<file path="src/design/cpu_pkg.sv">
`default_nettype none

package cpu_pkg;

  typedef logic [31:0] word_t;
  typedef logic [31:0] addr_t;
  typedef logic [31:0] inst_t;
  typedef logic [4:0]  reg_idx_t;

  // One hold bit per stage, fetch in bit 0
  localparam int STAGE_NUM = 5;

  // addi x0, x0, 0
  localparam inst_t NOP = 32'h0000_0013;

  typedef enum logic [2:0] {
    ALU_ADD,
    ALU_SUB,
    ALU_AND,
    ALU_OR,
    ALU_XOR,
    ALU_SLT,
    ALU_PASSB
  } alu_op_e;

  typedef enum logic [6:0] {
    OP     = 7'b0110011,
    OP_IMM = 7'b0010011,
    LUI    = 7'b0110111,
    LOAD   = 7'b0000011,
    STORE  = 7'b0100011,
    BRANCH = 7'b1100011,
    JAL    = 7'b1101111
  } opcode_e;

endpackage

`default_nettype wire

</file>
<file path="src/design/regfile.sv">
`timescale 1ns/1ps
`default_nettype none

module regfile (
  input  logic              clk,
  input  logic              rstn,
  input  logic              we_i,
  input  cpu_pkg::reg_idx_t waddr_i,
  input  cpu_pkg::word_t    wdata_i,
  input  cpu_pkg::reg_idx_t raddr1_i,
  input  cpu_pkg::reg_idx_t raddr2_i,
  output cpu_pkg::word_t    rdata1_o,
  output cpu_pkg::word_t    rdata2_o
);
  import cpu_pkg::*;

  word_t regs [32];
  logic  wr_en;

  // x0 is never written, so it stays at zero
  assign wr_en = we_i && (waddr_i != '0);

  always_ff @(posedge clk or negedge rstn) begin
    if (!rstn) begin
      for (int i = 0; i < 32; i++) begin
        regs[i] <= '0;
      end
    end else if (wr_en) begin
      regs[waddr_i] <= wdata_i;
    end
  end

  // Write-through so decode sees the value written this cycle
  assign rdata1_o = (wr_en && waddr_i == raddr1_i) ? wdata_i : regs[raddr1_i];
  assign rdata2_o = (wr_en && waddr_i == raddr2_i) ? wdata_i : regs[raddr2_i];

endmodule

`default_nettype wire

</file>
<file path="src/design/fetch.sv">
`timescale 1ns/1ps
`default_nettype none

module fetch #(
  parameter cpu_pkg::addr_t RESET_PC = 32'h0
) (
  input  logic                          clk,
  input  logic                          rstn,
  input  logic [cpu_pkg::STAGE_NUM-1:0] stall_i,
  input  logic                          flush_i,
  input  logic                          branch_taken_i,
  input  cpu_pkg::addr_t                branch_target_i,
  input  cpu_pkg::inst_t                inst_i,
  output logic                          inst_read_o,
  output cpu_pkg::addr_t                inst_addr_o,
  output cpu_pkg::addr_t                id_pc_o,
  output cpu_pkg::inst_t                id_inst_o
);
  import cpu_pkg::*;

  addr_t pc;
  logic  ce;

  // Fetch enable comes up one cycle after reset
  always_ff @(posedge clk or negedge rstn) begin
    if (!rstn) begin
      ce <= 1'b0;
    end else begin
      ce <= 1'b1;
    end
  end

  always_ff @(posedge clk or negedge rstn) begin
    if (!rstn) begin
      pc <= RESET_PC;
    end else if (ce && !stall_i[0]) begin
      pc <= branch_taken_i ? branch_target_i : pc + 32'd4;
    end
  end

  assign inst_read_o = ce;
  assign inst_addr_o = pc;

  // IF/ID register
  always_ff @(posedge clk or negedge rstn) begin
    if (!rstn) begin
      id_pc_o   <= '0;
      id_inst_o <= NOP;
    end else if (!stall_i[1]) begin
      id_pc_o <= pc;
      // Wrong-path instruction or nothing fetched yet
      if (flush_i || !ce || stall_i[0]) begin
        id_inst_o <= NOP;
      end else begin
        id_inst_o <= inst_i;
      end
    end
  end

endmodule

`default_nettype wire

</file>
<file path="src/design/decode.sv">
`timescale 1ns/1ps
`default_nettype none

module decode (
  input  cpu_pkg::addr_t    pc_i,
  input  cpu_pkg::inst_t    inst_i,
  input  cpu_pkg::word_t    rs1_data_i,
  input  cpu_pkg::word_t    rs2_data_i,
  input  logic              ex_wreg_i,
  input  cpu_pkg::reg_idx_t ex_rd_i,
  input  cpu_pkg::word_t    ex_result_i,
  input  logic              ex_memrd_i,
  input  logic              mem_wreg_i,
  input  cpu_pkg::reg_idx_t mem_rd_i,
  input  cpu_pkg::word_t    mem_result_i,
  input  logic              mem_memrd_i,
  output cpu_pkg::reg_idx_t rs1_addr_o,
  output cpu_pkg::reg_idx_t rs2_addr_o,
  output cpu_pkg::alu_op_e  aluop_o,
  output cpu_pkg::word_t    op_a_o,
  output cpu_pkg::word_t    op_b_o,
  output cpu_pkg::word_t    store_data_o,
  output cpu_pkg::reg_idx_t rd_o,
  output logic              wreg_o,
  output logic              memrd_o,
  output logic              memwr_o,
  output logic              branch_taken_o,
  output cpu_pkg::addr_t    branch_target_o,
  output logic              stallreq_o,
  output logic              flush_o
);
  import cpu_pkg::*;

  opcode_e opcode;
  logic [2:0] funct3;
  word_t imm_i, imm_s, imm_b, imm_u, imm_j;
  word_t rs1_val, rs2_val;
  logic uses_rs1, uses_rs2, wreg, taken;

  assign opcode = opcode_e'(inst_i[6:0]);
  assign funct3 = inst_i[14:12];
  assign rs1_addr_o = inst_i[19:15];
  assign rs2_addr_o = inst_i[24:20];
  assign rd_o = inst_i[11:7];

  assign imm_i = {{20{inst_i[31]}}, inst_i[31:20]};
  assign imm_s = {{20{inst_i[31]}}, inst_i[31:25], inst_i[11:7]};
  assign imm_b = {{20{inst_i[31]}}, inst_i[7], inst_i[30:25], inst_i[11:8], 1'b0};
  assign imm_u = {inst_i[31:12], 12'h000};
  assign imm_j = {{12{inst_i[31]}}, inst_i[19:12], inst_i[20], inst_i[30:21], 1'b0};

  // Newest producer wins; x0 never has wreg set
  function automatic word_t fwd(reg_idx_t idx, word_t rf_val);
    if (ex_wreg_i && ex_rd_i == idx) return ex_result_i;
    if (mem_wreg_i && mem_rd_i == idx) return mem_result_i;
    return rf_val;
  endfunction

  // Load data only shows up once the load reaches writeback
  function automatic logic load_hit(reg_idx_t idx);
    return (ex_wreg_i && ex_memrd_i && ex_rd_i == idx) ||
           (mem_wreg_i && mem_memrd_i && mem_rd_i == idx);
  endfunction

  function automatic alu_op_e alu_sel(logic [2:0] f3, logic sub);
    case (f3)
      3'b000:  return sub ? ALU_SUB : ALU_ADD;
      3'b010:  return ALU_SLT;
      3'b100:  return ALU_XOR;
      3'b110:  return ALU_OR;
      3'b111:  return ALU_AND;
      default: return ALU_ADD;
    endcase
  endfunction

  assign rs1_val = fwd(rs1_addr_o, rs1_data_i);
  assign rs2_val = fwd(rs2_addr_o, rs2_data_i);
  assign store_data_o = rs2_val;

  always_comb begin
    aluop_o = ALU_ADD;
    op_a_o = rs1_val;
    op_b_o = rs2_val;
    wreg = 1'b0;
    memrd_o = 1'b0;
    memwr_o = 1'b0;
    taken = 1'b0;
    branch_target_o = pc_i + imm_b;
    uses_rs1 = 1'b0;
    uses_rs2 = 1'b0;
    case (opcode)
      OP: begin
        aluop_o = alu_sel(funct3, inst_i[30]);
        wreg = 1'b1;
        uses_rs1 = 1'b1;
        uses_rs2 = 1'b1;
      end
      OP_IMM: begin
        aluop_o = alu_sel(funct3, 1'b0);
        op_b_o = imm_i;
        wreg = 1'b1;
        uses_rs1 = 1'b1;
      end
      LUI: begin
        aluop_o = ALU_PASSB;
        op_b_o = imm_u;
        wreg = 1'b1;
      end
      LOAD: begin
        op_b_o = imm_i;
        wreg = 1'b1;
        memrd_o = 1'b1;
        uses_rs1 = 1'b1;
      end
      STORE: begin
        op_b_o = imm_s;
        memwr_o = 1'b1;
        uses_rs1 = 1'b1;
        uses_rs2 = 1'b1;
      end
      BRANCH: begin
        // funct3[0] selects BNE
        taken = funct3[0] ^ (rs1_val == rs2_val);
        uses_rs1 = 1'b1;
        uses_rs2 = 1'b1;
      end
      JAL: begin
        aluop_o = ALU_PASSB;
        op_b_o = pc_i + 32'd4;
        wreg = 1'b1;
        taken = 1'b1;
        branch_target_o = pc_i + imm_j;
      end
      default: ;
    endcase
  end

  assign wreg_o = wreg && (rd_o != '0);
  assign stallreq_o = (uses_rs1 && load_hit(rs1_addr_o)) ||
                      (uses_rs2 && load_hit(rs2_addr_o));
  // Operands are stale during a load-use stall
  assign branch_taken_o = taken && !stallreq_o;
  assign flush_o = branch_taken_o;

endmodule

`default_nettype wire

</file>
<file path="src/design/execute.sv">
`timescale 1ns/1ps
`default_nettype none

module execute (
  input  logic                          clk,
  input  logic                          rstn,
  input  logic [cpu_pkg::STAGE_NUM-1:0] stall_i,
  input  cpu_pkg::alu_op_e              aluop_i,
  input  cpu_pkg::word_t                op_a_i,
  input  cpu_pkg::word_t                op_b_i,
  input  cpu_pkg::word_t                store_data_i,
  input  cpu_pkg::reg_idx_t             rd_i,
  input  logic                          wreg_i,
  input  logic                          memrd_i,
  input  logic                          memwr_i,
  output cpu_pkg::word_t                ex_result_o,
  output cpu_pkg::word_t                ex_store_data_o,
  output cpu_pkg::reg_idx_t             ex_rd_o,
  output logic                          ex_wreg_o,
  output logic                          ex_memrd_o,
  output logic                          ex_memwr_o
);
  import cpu_pkg::*;

  alu_op_e aluop;
  word_t   op_a, op_b;

  // ID/EX register
  always_ff @(posedge clk or negedge rstn) begin
    if (!rstn) begin
      ex_wreg_o  <= 1'b0;
      ex_memrd_o <= 1'b0;
      ex_memwr_o <= 1'b0;
    end else if (stall_i[1] && !stall_i[2]) begin
      // Bubble behind a held decode
      ex_wreg_o  <= 1'b0;
      ex_memrd_o <= 1'b0;
      ex_memwr_o <= 1'b0;
    end else if (!stall_i[2]) begin
      ex_wreg_o  <= wreg_i;
      ex_memrd_o <= memrd_i;
      ex_memwr_o <= memwr_i;
    end
  end

  always_ff @(posedge clk) begin
    if (!stall_i[2]) begin
      aluop           <= aluop_i;
      op_a            <= op_a_i;
      op_b            <= op_b_i;
      ex_store_data_o <= store_data_i;
      ex_rd_o         <= rd_i;
    end
  end

  always_comb begin
    case (aluop)
      ALU_SUB:   ex_result_o = op_a - op_b;
      ALU_AND:   ex_result_o = op_a & op_b;
      ALU_OR:    ex_result_o = op_a | op_b;
      ALU_XOR:   ex_result_o = op_a ^ op_b;
      ALU_SLT:   ex_result_o = {31'b0, $signed(op_a) < $signed(op_b)};
      ALU_PASSB: ex_result_o = op_b;
      default:   ex_result_o = op_a + op_b;
    endcase
  end

endmodule

`default_nettype wire

</file>
<file path="src/design/memory.sv">
`timescale 1ns/1ps
`default_nettype none

module memory (
  input  logic                          clk,
  input  logic                          rstn,
  input  logic [cpu_pkg::STAGE_NUM-1:0] stall_i,
  input  cpu_pkg::word_t                ex_result_i,
  input  cpu_pkg::word_t                ex_store_data_i,
  input  cpu_pkg::reg_idx_t             ex_rd_i,
  input  logic                          ex_wreg_i,
  input  logic                          ex_memrd_i,
  input  logic                          ex_memwr_i,
  output cpu_pkg::word_t                mem_result_o,
  output cpu_pkg::reg_idx_t             mem_rd_o,
  output logic                          mem_wreg_o,
  output logic                          mem_memrd_o,
  output logic                          data_read_o,
  output logic                          data_write_o,
  output cpu_pkg::addr_t                data_addr_o,
  output cpu_pkg::word_t                data_out_o
);
  import cpu_pkg::*;

  logic memwr;

  // EX/MEM register
  always_ff @(posedge clk or negedge rstn) begin
    if (!rstn) begin
      mem_wreg_o  <= 1'b0;
      mem_memrd_o <= 1'b0;
      memwr       <= 1'b0;
    end else if (stall_i[2] && !stall_i[3]) begin
      mem_wreg_o  <= 1'b0;
      mem_memrd_o <= 1'b0;
      memwr       <= 1'b0;
    end else if (!stall_i[3]) begin
      mem_wreg_o  <= ex_wreg_i;
      mem_memrd_o <= ex_memrd_i;
      memwr       <= ex_memwr_i;
    end
  end

  always_ff @(posedge clk) begin
    if (!stall_i[3]) begin
      mem_result_o <= ex_result_i;
      data_out_o   <= ex_store_data_i;
      mem_rd_o     <= ex_rd_i;
    end
  end

  // One strobe per access, issued in the cycle the stage advances
  assign data_read_o  = mem_memrd_o && !stall_i[3];
  assign data_write_o = memwr && !stall_i[3];
  assign data_addr_o  = mem_result_o;

endmodule

`default_nettype wire

</file>
<file path="src/design/writeback.sv">
`timescale 1ns/1ps
`default_nettype none

module writeback (
  input  logic                          clk,
  input  logic                          rstn,
  input  logic [cpu_pkg::STAGE_NUM-1:0] stall_i,
  input  cpu_pkg::word_t                mem_result_i,
  input  cpu_pkg::reg_idx_t             mem_rd_i,
  input  logic                          mem_wreg_i,
  input  logic                          mem_memrd_i,
  input  cpu_pkg::word_t                data_in_i,
  output logic                          wb_we_o,
  output cpu_pkg::reg_idx_t             wb_rd_o,
  output cpu_pkg::word_t                wb_data_o
);
  import cpu_pkg::*;

  word_t result;
  logic  is_load;

  // MEM/WB register
  always_ff @(posedge clk or negedge rstn) begin
    if (!rstn) begin
      wb_we_o <= 1'b0;
      is_load <= 1'b0;
    end else if (stall_i[3] && !stall_i[4]) begin
      wb_we_o <= 1'b0;
      is_load <= 1'b0;
    end else if (!stall_i[4]) begin
      wb_we_o <= mem_wreg_i;
      is_load <= mem_memrd_i;
    end
  end

  always_ff @(posedge clk) begin
    if (!stall_i[4]) begin
      result  <= mem_result_i;
      wb_rd_o <= mem_rd_i;
    end
  end

  // Read data arrives while the load sits here
  assign wb_data_o = is_load ? data_in_i : result;

endmodule

`default_nettype wire

</file>
<file path="src/design/stall_ctrl.sv">
`timescale 1ns/1ps
`default_nettype none

module stall_ctrl (
  input  logic                          stallreq_imem_i,
  input  logic                          stallreq_id_i,
  input  logic                          stallreq_dmem_i,
  output logic [cpu_pkg::STAGE_NUM-1:0] stall_o
);
  import cpu_pkg::*;

  always_comb begin
    stall_o = '0;
    if (stallreq_imem_i || stallreq_dmem_i) begin
      // Memory wait freezes everything
      stall_o = '1;
    end else if (stallreq_id_i) begin
      // Hold PC and IF/ID, execute takes a bubble
      stall_o[1:0] = 2'b11;
    end
  end

endmodule

`default_nettype wire

</file>
<file path="src/design/cpu_top.sv">
`timescale 1ns/1ps
`default_nettype none

module cpu_top #(
  parameter cpu_pkg::addr_t RESET_PC = 32'h0
) (
  input  logic           clk,
  input  logic           rstn,
  input  cpu_pkg::inst_t inst_in_i,
  output logic           inst_read_o,
  output cpu_pkg::addr_t inst_addr_o,
  input  cpu_pkg::word_t data_in_i,
  output logic           data_read_o,
  output logic           data_write_o,
  output cpu_pkg::addr_t data_addr_o,
  output cpu_pkg::word_t data_out_o,
  input  logic           stallreq_from_imem,
  input  logic           stallreq_from_dmem
);
  import cpu_pkg::*;

  logic [STAGE_NUM-1:0] stall;
  logic stallreq_id, flush, branch_taken;
  addr_t branch_target, id_pc;
  inst_t id_inst;

  reg_idx_t rs1_addr, rs2_addr, id_rd, ex_rd, mem_rd, wb_rd;
  word_t rs1_data, rs2_data, op_a, op_b, id_store_data;
  alu_op_e id_aluop;
  logic id_wreg, id_memrd, id_memwr;

  word_t ex_result, ex_store_data, mem_result, wb_data;
  logic ex_wreg, ex_memrd, ex_memwr;
  logic mem_wreg, mem_memrd, wb_we;

  regfile u_regfile (
    .clk(clk), .rstn(rstn),
    .we_i(wb_we), .waddr_i(wb_rd), .wdata_i(wb_data),
    .raddr1_i(rs1_addr), .raddr2_i(rs2_addr),
    .rdata1_o(rs1_data), .rdata2_o(rs2_data)
  );

  stall_ctrl u_stall_ctrl (
    .stallreq_imem_i(stallreq_from_imem),
    .stallreq_id_i  (stallreq_id),
    .stallreq_dmem_i(stallreq_from_dmem),
    .stall_o        (stall)
  );

  fetch #(.RESET_PC(RESET_PC)) u_fetch (
    .clk(clk), .rstn(rstn), .stall_i(stall), .flush_i(flush),
    .branch_taken_i(branch_taken), .branch_target_i(branch_target),
    .inst_i(inst_in_i), .inst_read_o(inst_read_o), .inst_addr_o(inst_addr_o),
    .id_pc_o(id_pc), .id_inst_o(id_inst)
  );

  decode u_decode (
    .pc_i(id_pc), .inst_i(id_inst),
    .rs1_data_i(rs1_data), .rs2_data_i(rs2_data),
    .ex_wreg_i(ex_wreg), .ex_rd_i(ex_rd), .ex_result_i(ex_result),
    .ex_memrd_i(ex_memrd), .mem_wreg_i(mem_wreg), .mem_rd_i(mem_rd),
    .mem_result_i(mem_result), .mem_memrd_i(mem_memrd),
    .rs1_addr_o(rs1_addr), .rs2_addr_o(rs2_addr), .aluop_o(id_aluop),
    .op_a_o(op_a), .op_b_o(op_b), .store_data_o(id_store_data),
    .rd_o(id_rd), .wreg_o(id_wreg), .memrd_o(id_memrd), .memwr_o(id_memwr),
    .branch_taken_o(branch_taken), .branch_target_o(branch_target),
    .stallreq_o(stallreq_id), .flush_o(flush)
  );

  execute u_execute (
    .clk(clk), .rstn(rstn), .stall_i(stall),
    .aluop_i(id_aluop), .op_a_i(op_a), .op_b_i(op_b),
    .store_data_i(id_store_data), .rd_i(id_rd), .wreg_i(id_wreg),
    .memrd_i(id_memrd), .memwr_i(id_memwr),
    .ex_result_o(ex_result), .ex_store_data_o(ex_store_data), .ex_rd_o(ex_rd),
    .ex_wreg_o(ex_wreg), .ex_memrd_o(ex_memrd), .ex_memwr_o(ex_memwr)
  );

  memory u_memory (
    .clk(clk), .rstn(rstn), .stall_i(stall),
    .ex_result_i(ex_result), .ex_store_data_i(ex_store_data), .ex_rd_i(ex_rd),
    .ex_wreg_i(ex_wreg), .ex_memrd_i(ex_memrd), .ex_memwr_i(ex_memwr),
    .mem_result_o(mem_result), .mem_rd_o(mem_rd), .mem_wreg_o(mem_wreg),
    .mem_memrd_o(mem_memrd), .data_read_o(data_read_o), .data_write_o(data_write_o),
    .data_addr_o(data_addr_o), .data_out_o(data_out_o)
  );

  writeback u_writeback (
    .clk(clk), .rstn(rstn), .stall_i(stall),
    .mem_result_i(mem_result), .mem_rd_i(mem_rd), .mem_wreg_i(mem_wreg),
    .mem_memrd_i(mem_memrd), .data_in_i(data_in_i),
    .wb_we_o(wb_we), .wb_rd_o(wb_rd), .wb_data_o(wb_data)
  );

endmodule

`default_nettype wire

</file>
<file path="config.mk">
export PLATFORM = sky130hd
export DESIGN_NAME = cpu_top
export DESIGN_NICKNAME = d
export VERILOG_FILES = /design/src/design/cpu_pkg.sv /design/src/design/regfile.sv /design/src/design/fetch.sv /design/src/design/decode.sv /design/src/design/execute.sv /design/src/design/memory.sv /design/src/design/writeback.sv /design/src/design/stall_ctrl.sv /design/src/design/cpu_top.sv
export SDC_FILE = /design/constraint.sdc
export NUM_CORES = 2
export LEC_CHECK = 0
export BUFFER_PORTS_ARGS = -buffer_cell sky130_fd_sc_hd__buf_2
export CAP_MARGIN = 40
export CORE_ASPECT_RATIO = 0.75
export CORE_MARGIN = 1
export CORE_UTILIZATION = 44
export DETAILED_ROUTE_END_ITERATION = 6
export PLACE_DENSITY = 0.59
export RECOVER_POWER = 50
export SYNTH_ARGS = -nofsm -noshare
export SYNTH_HDL_FRONTEND = slang
export SYNTH_SLANG_ARGS = --single-unit
</file>
<file path="constraint.sdc">
create_clock -name clk -period 9.7 [get_ports clk]
set_clock_uncertainty 0.05 [all_clocks]
set_input_delay 1.94 -clock clk [delete_from_list [all_inputs] [get_ports clk]]
set_output_delay 1.94 -clock clk [all_outputs]
set_load 0.005 [all_outputs]
</file>
==> impl_metrics.yaml <==
global_routing:
  globalRouteOverflowTotal: 0
  grt_antenna_before_repair: 20
  grt_max_degree: 170
  grt_first_pass_wirelength_microns: 423000
  grtUsageTotal_pct: 33.4
  grt_pass1_vias: 58053
synthesis:
  synth_seq_area_share_pct: 45.5
  yosys_register_bits: 1339
  syn_area_per_cell_sq_um: 10.4
  synth-warning-count: 0
  netlist_instances: 7333
  syn_nets: 7532
  syn-cell-area_sq_um: 76000
  synth_enable_flop_cells: 210
  synthFlopType: "sky130_fd_sc_hd__dfrtp_1"
  synthDistinctLibCells: 107
  ffs_w_async_s_r_synth_pct: 84.3
floorplan:
  coreArea_sq_um: 171000
  floorplan_die_height_microns: 362
  placementRows: 131
  chipWidth_microns: 482
  io_pins: 167
  initial_core_util_pct: 44.5
  fp.dieArea_sq_um: 174000
setup_path:
  cpMaxStageDelayCell: "sky130_fd_sc_hd__clkbuf_1"
  bufs_and_invs_on_worst_path: 3
  critical_path.startpoint: "u_writeback.is_load$_DFFE_PN0N_"
  worst-endpoint-required_ns: 10.26
  endpoint_kind: "flip-flop"
  worst-path-max-fanout: 33
  critical_path.cell_chain: "clkbuf_1 -> mux2i_2 -> clkbuf_1 -> nand3_1 -> a21o_1 -> o221a_2 -> xnor2_1 -> o2111ai_1 -> nor4_1 -> nand4b_1 -> nor4_1 -> and3_1 -> o211ai_1 -> xor2_1 -> o31a_2 -> buf_4 -> mux2i_1 -> a2bb2oi_1"
  critical_path_arrival_ns: 9.28
  critical-path-top-delay-family: "buffers and inverters"
  crit-reg2reg-launch: "u_writeback.is_load$_DFFE_PN0N_"
  crit_path_max_incr_delay_ns: 1.55
  timing.critical_path.from_type: "flip-flop"
  setup.worst_path.class: "flip-flop to flip-flop"
placed_design:
  place.port_buffers: 166
  dp.cells: 9303
  place_worst_setup_slack_ns: 2.00
  hpwlAfterDp_microns: 197000
  gp_congestion: 1.01
final_layout:
  nFillCells: 15551
  finalNonFillerCells: 9560
  commonest_cells_after_routing_fill_and_taps_aside: "1115 x sky130_fd_sc_hd__dfrtp_1, 894 x sky130_fd_sc_hd__nand2_1, 695 x sky130_fd_sc_hd__o21ai_0"
  syn_to_final_growth_pct: 9.58
  final_core_utilization_pct: 48.7
  nets: 7385
  layout-drive-gt1-share_pct: 15.7
  layout.cells.most_common: "sky130_fd_sc_hd__dfrtp_1"
cts:
  post_cts.resized_instances: 0
  cts-root-to-sink-buffers: 3
  tritoncts_clock_tree: "built"
  htree_num_levels: 4
  cts_hold_buffers: 0
  insertion_delay_ns: 0.79
  number_of_buffers_inserted_during_clock_tree_synthesis: 139
  cts_setup_buffers: 0
  cts.root.buffer_cell: "sky130_fd_sc_hd__clkbuf_16"
  worst_setup_hold_path_clk_slew_ns: 0.06
  clock_sink_count: 1339
timing:
  unrepaired_setup_endpoints_after_global_routing: "no"
  min_period_over_period_pct: 89.9
  worstMarginPinSlew_ns: 3.96
  layout_setup_ws_ns: 0.981
  fmaxAchievable_ghz: 0.115
  hold_viol_final: 0
  setup_violations: 0
  maxSlewHeadroom_pct: -164
  post-route-min-period_ns: 8.72
  slew_violations: 1808
  finalSetupTns_ns: 0
power_and_ir_drop:
  worst_ir_drop_vdd_mv: 0.163
  powerDensity_nw_per_um2: 223
  report.power.total_w: 0.0186
  static-leakage-power_nw: 33.1
run_status:
  failing_checks: "DRC, capacitance limit, slew limit"
  status: "finished, violations left"
drt:
  postRouteWirelength_microns: 294000
  detail-route-antenna-nets: 0
  via_per_inst: 6.52
  drt_pre_antenna_iters: 7
  vias: 62295
  drc: 3
  drt-initial-drc-count: 9338
  wl_per_cell_microns: 30.7
hold_path:
  hp-class: "flip-flop to flip-flop"
  hold_start: "u_regfile.regs[1022]$_DFFE_PN0P_"
run:
  drv_cap: 44
[registers in the layout (all words and copies together) (netlist names), 32 cells and up]
name                       flops
u_memory.data_addr_o          32
u_execute.op_a                32
u_execute.op_b                32
u_regfile.regs              1024
u_writeback.result            32
u_fetch.inst_addr_o           32
u_memory.data_out_o           32
u_execute.ex_store_data_o     32
u_fetch.id_inst_o             32
u_fetch.id_pc_o               32
[cell type report]
class / count / area (sq um) / area share, %
tap: 2261 / 2830 / 3.40
multi-input combinational: 5171 / 38100 / 45.7
clock inverter: 38 / 453 / 0.544
timing repair buffer: 380 / 2590 / 3.11
inverter: 155 / 591 / 0.710
sequential: 1339 / 34600 / 41.6
clock buffer: 207 / 4100 / 4.92
antenna: 9 / 22.5 / 0.0271
[Yosys cell counts (15+ instances only)]
| library cell | count | area share (%) |
|---|---|---|
| sky130_fd_sc_hd__a21oi_1 | 647 | 4.3 |
| sky130_fd_sc_hd__buf_4 | 35 | 0.35 |
| sky130_fd_sc_hd__buf_6 | 29 | 0.43 |
| sky130_fd_sc_hd__mux2_2 | 21 | 0.31 |
| sky130_fd_sc_hd__mux4_2 | 442 | 13 |
| sky130_fd_sc_hd__a211o_1 | 17 | 0.20 |
| sky130_fd_sc_hd__nand2_1 | 900 | 4.4 |
| sky130_fd_sc_hd__a21oi_2 | 15 | 0.17 |
| sky130_fd_sc_hd__clkbuf_1 | 459 | 2.3 |
| sky130_fd_sc_hd__inv_1 | 150 | 0.74 |
| sky130_fd_sc_hd__o2111ai_1 | 18 | 0.21 |
| sky130_fd_sc_hd__a221oi_1 | 58 | 0.67 |
| sky130_fd_sc_hd__o21a_1 | 25 | 0.25 |
| sky130_fd_sc_hd__nand4_1 | 24 | 0.20 |
| sky130_fd_sc_hd__ha_1 | 128 | 2.1 |
| sky130_fd_sc_hd__nor4_1 | 18 | 0.15 |
| sky130_fd_sc_hd__a211oi_1 | 36 | 0.36 |
| sky130_fd_sc_hd__mux2i_1 | 345 | 4.5 |
| sky130_fd_sc_hd__dfrtp_1 | 1126 | 37 |
| sky130_fd_sc_hd__nor3_1 | 73 | 0.48 |
| sky130_fd_sc_hd__a2bb2oi_1 | 22 | 0.25 |
| sky130_fd_sc_hd__nand3_1 | 114 | 0.75 |
| sky130_fd_sc_hd__xnor2_1 | 81 | 0.93 |
| sky130_fd_sc_hd__a31oi_1 | 20 | 0.16 |
| sky130_fd_sc_hd__and3_1 | 59 | 0.49 |
| sky130_fd_sc_hd__a21o_1 | 50 | 0.49 |
| sky130_fd_sc_hd__nor2_1 | 678 | 3.4 |
| sky130_fd_sc_hd__o21ai_0 | 695 | 4.6 |
| sky130_fd_sc_hd__o221ai_1 | 19 | 0.22 |
| sky130_fd_sc_hd__o211ai_1 | 20 | 0.20 |
| sky130_fd_sc_hd__o31ai_1 | 18 | 0.18 |
| sky130_fd_sc_hd__and2_1 | 36 | 0.30 |
| sky130_fd_sc_hd__a22o_1 | 48 | 0.55 |
| sky130_fd_sc_hd__buf_1 | 43 | 0.21 |
| sky130_fd_sc_hd__nand2b_1 | 32 | 0.26 |
| sky130_fd_sc_hd__or3_1 | 21 | 0.17 |
| sky130_fd_sc_hd__xor2_1 | 47 | 0.54 |
| sky130_fd_sc_hd__edfxtp_1 | 210 | 8.3 |
| sky130_fd_sc_hd__nor2b_1 | 37 | 0.30 |
| sky130_fd_sc_hd__buf_2 | 92 | 0.61 |
| sky130_fd_sc_hd__a22oi_1 | 110 | 1.1 |
| sky130_fd_sc_hd__o22ai_1 | 48 | 0.40 |
[metrics by stage]
stage                     hold slack, ns  area (sq um)
after CTS                          0.348         83800
after floorplan                    0.350         76000
after global routing               0.358         83200
after detailed placement           0.334         79300
after global placement             0.327         78500
final                              0.346         83200
[cell families (layout without fill, tap and decap cells)]
family	Yosys count	after routing	synth area share, %
and+or+nand+nor	2055	2055	11.6
AOI/OAI and AO/OA	2048	2048	16.5
DFF	1339	1339	45.5
buffers and inverters	823	780	4.86
muxes	808	808	18.0
adders and majority gates	131	131	2.19
xor gates and xnor gates	128	128	1.48
other	1	10	0.00494
[layer usage]
metal | vias to the layer above | GRT usage, % | part of all wire [%]
met5 | - | 0 | 0.022
met3 | 576 | 10.1 | 13
li1 | 26465 | - | -
met2 | 3799 | 46.3 | 41
met4 | 10 | 12.7 | 4.1
met1 | 31445 | 48.8 | 42
[where the power goes]
| part | switching, W | internal (W) | total [W] |
|---|---|---|---|
| sequential | 0.000983 | 0.00684 | 0.00782 |
| combinational | 0.00307 | 0.00215 | 0.00522 |
| clock | 0.00240 | 0.00314 | 0.00554 |
[path summary, 6_finish.rpt]
kind / endpoint / slack, ns / cells after the start
max in group asynchronous: u_regfile.regs[659]$_DFFE_PN0P_ / 2.08 / 3
min in group asynchronous: u_regfile.regs[872]$_DFFE_PN0P_ / 2.49 / 1
min reg2reg: u_regfile.regs[1022]$_DFFE_PN0P_ / 0.35 / 0
min: u_regfile.regs[1022]$_DFFE_PN0P_ / 0.35 / 0
max reg2reg: u_fetch.inst_addr_o[8]$_DFFE_PN0P_ / 0.98 / 18
max: u_fetch.inst_addr_o[8]$_DFFE_PN0P_ / 0.98 / 18
Note: power is estimated with default switching activity, not from simulation.
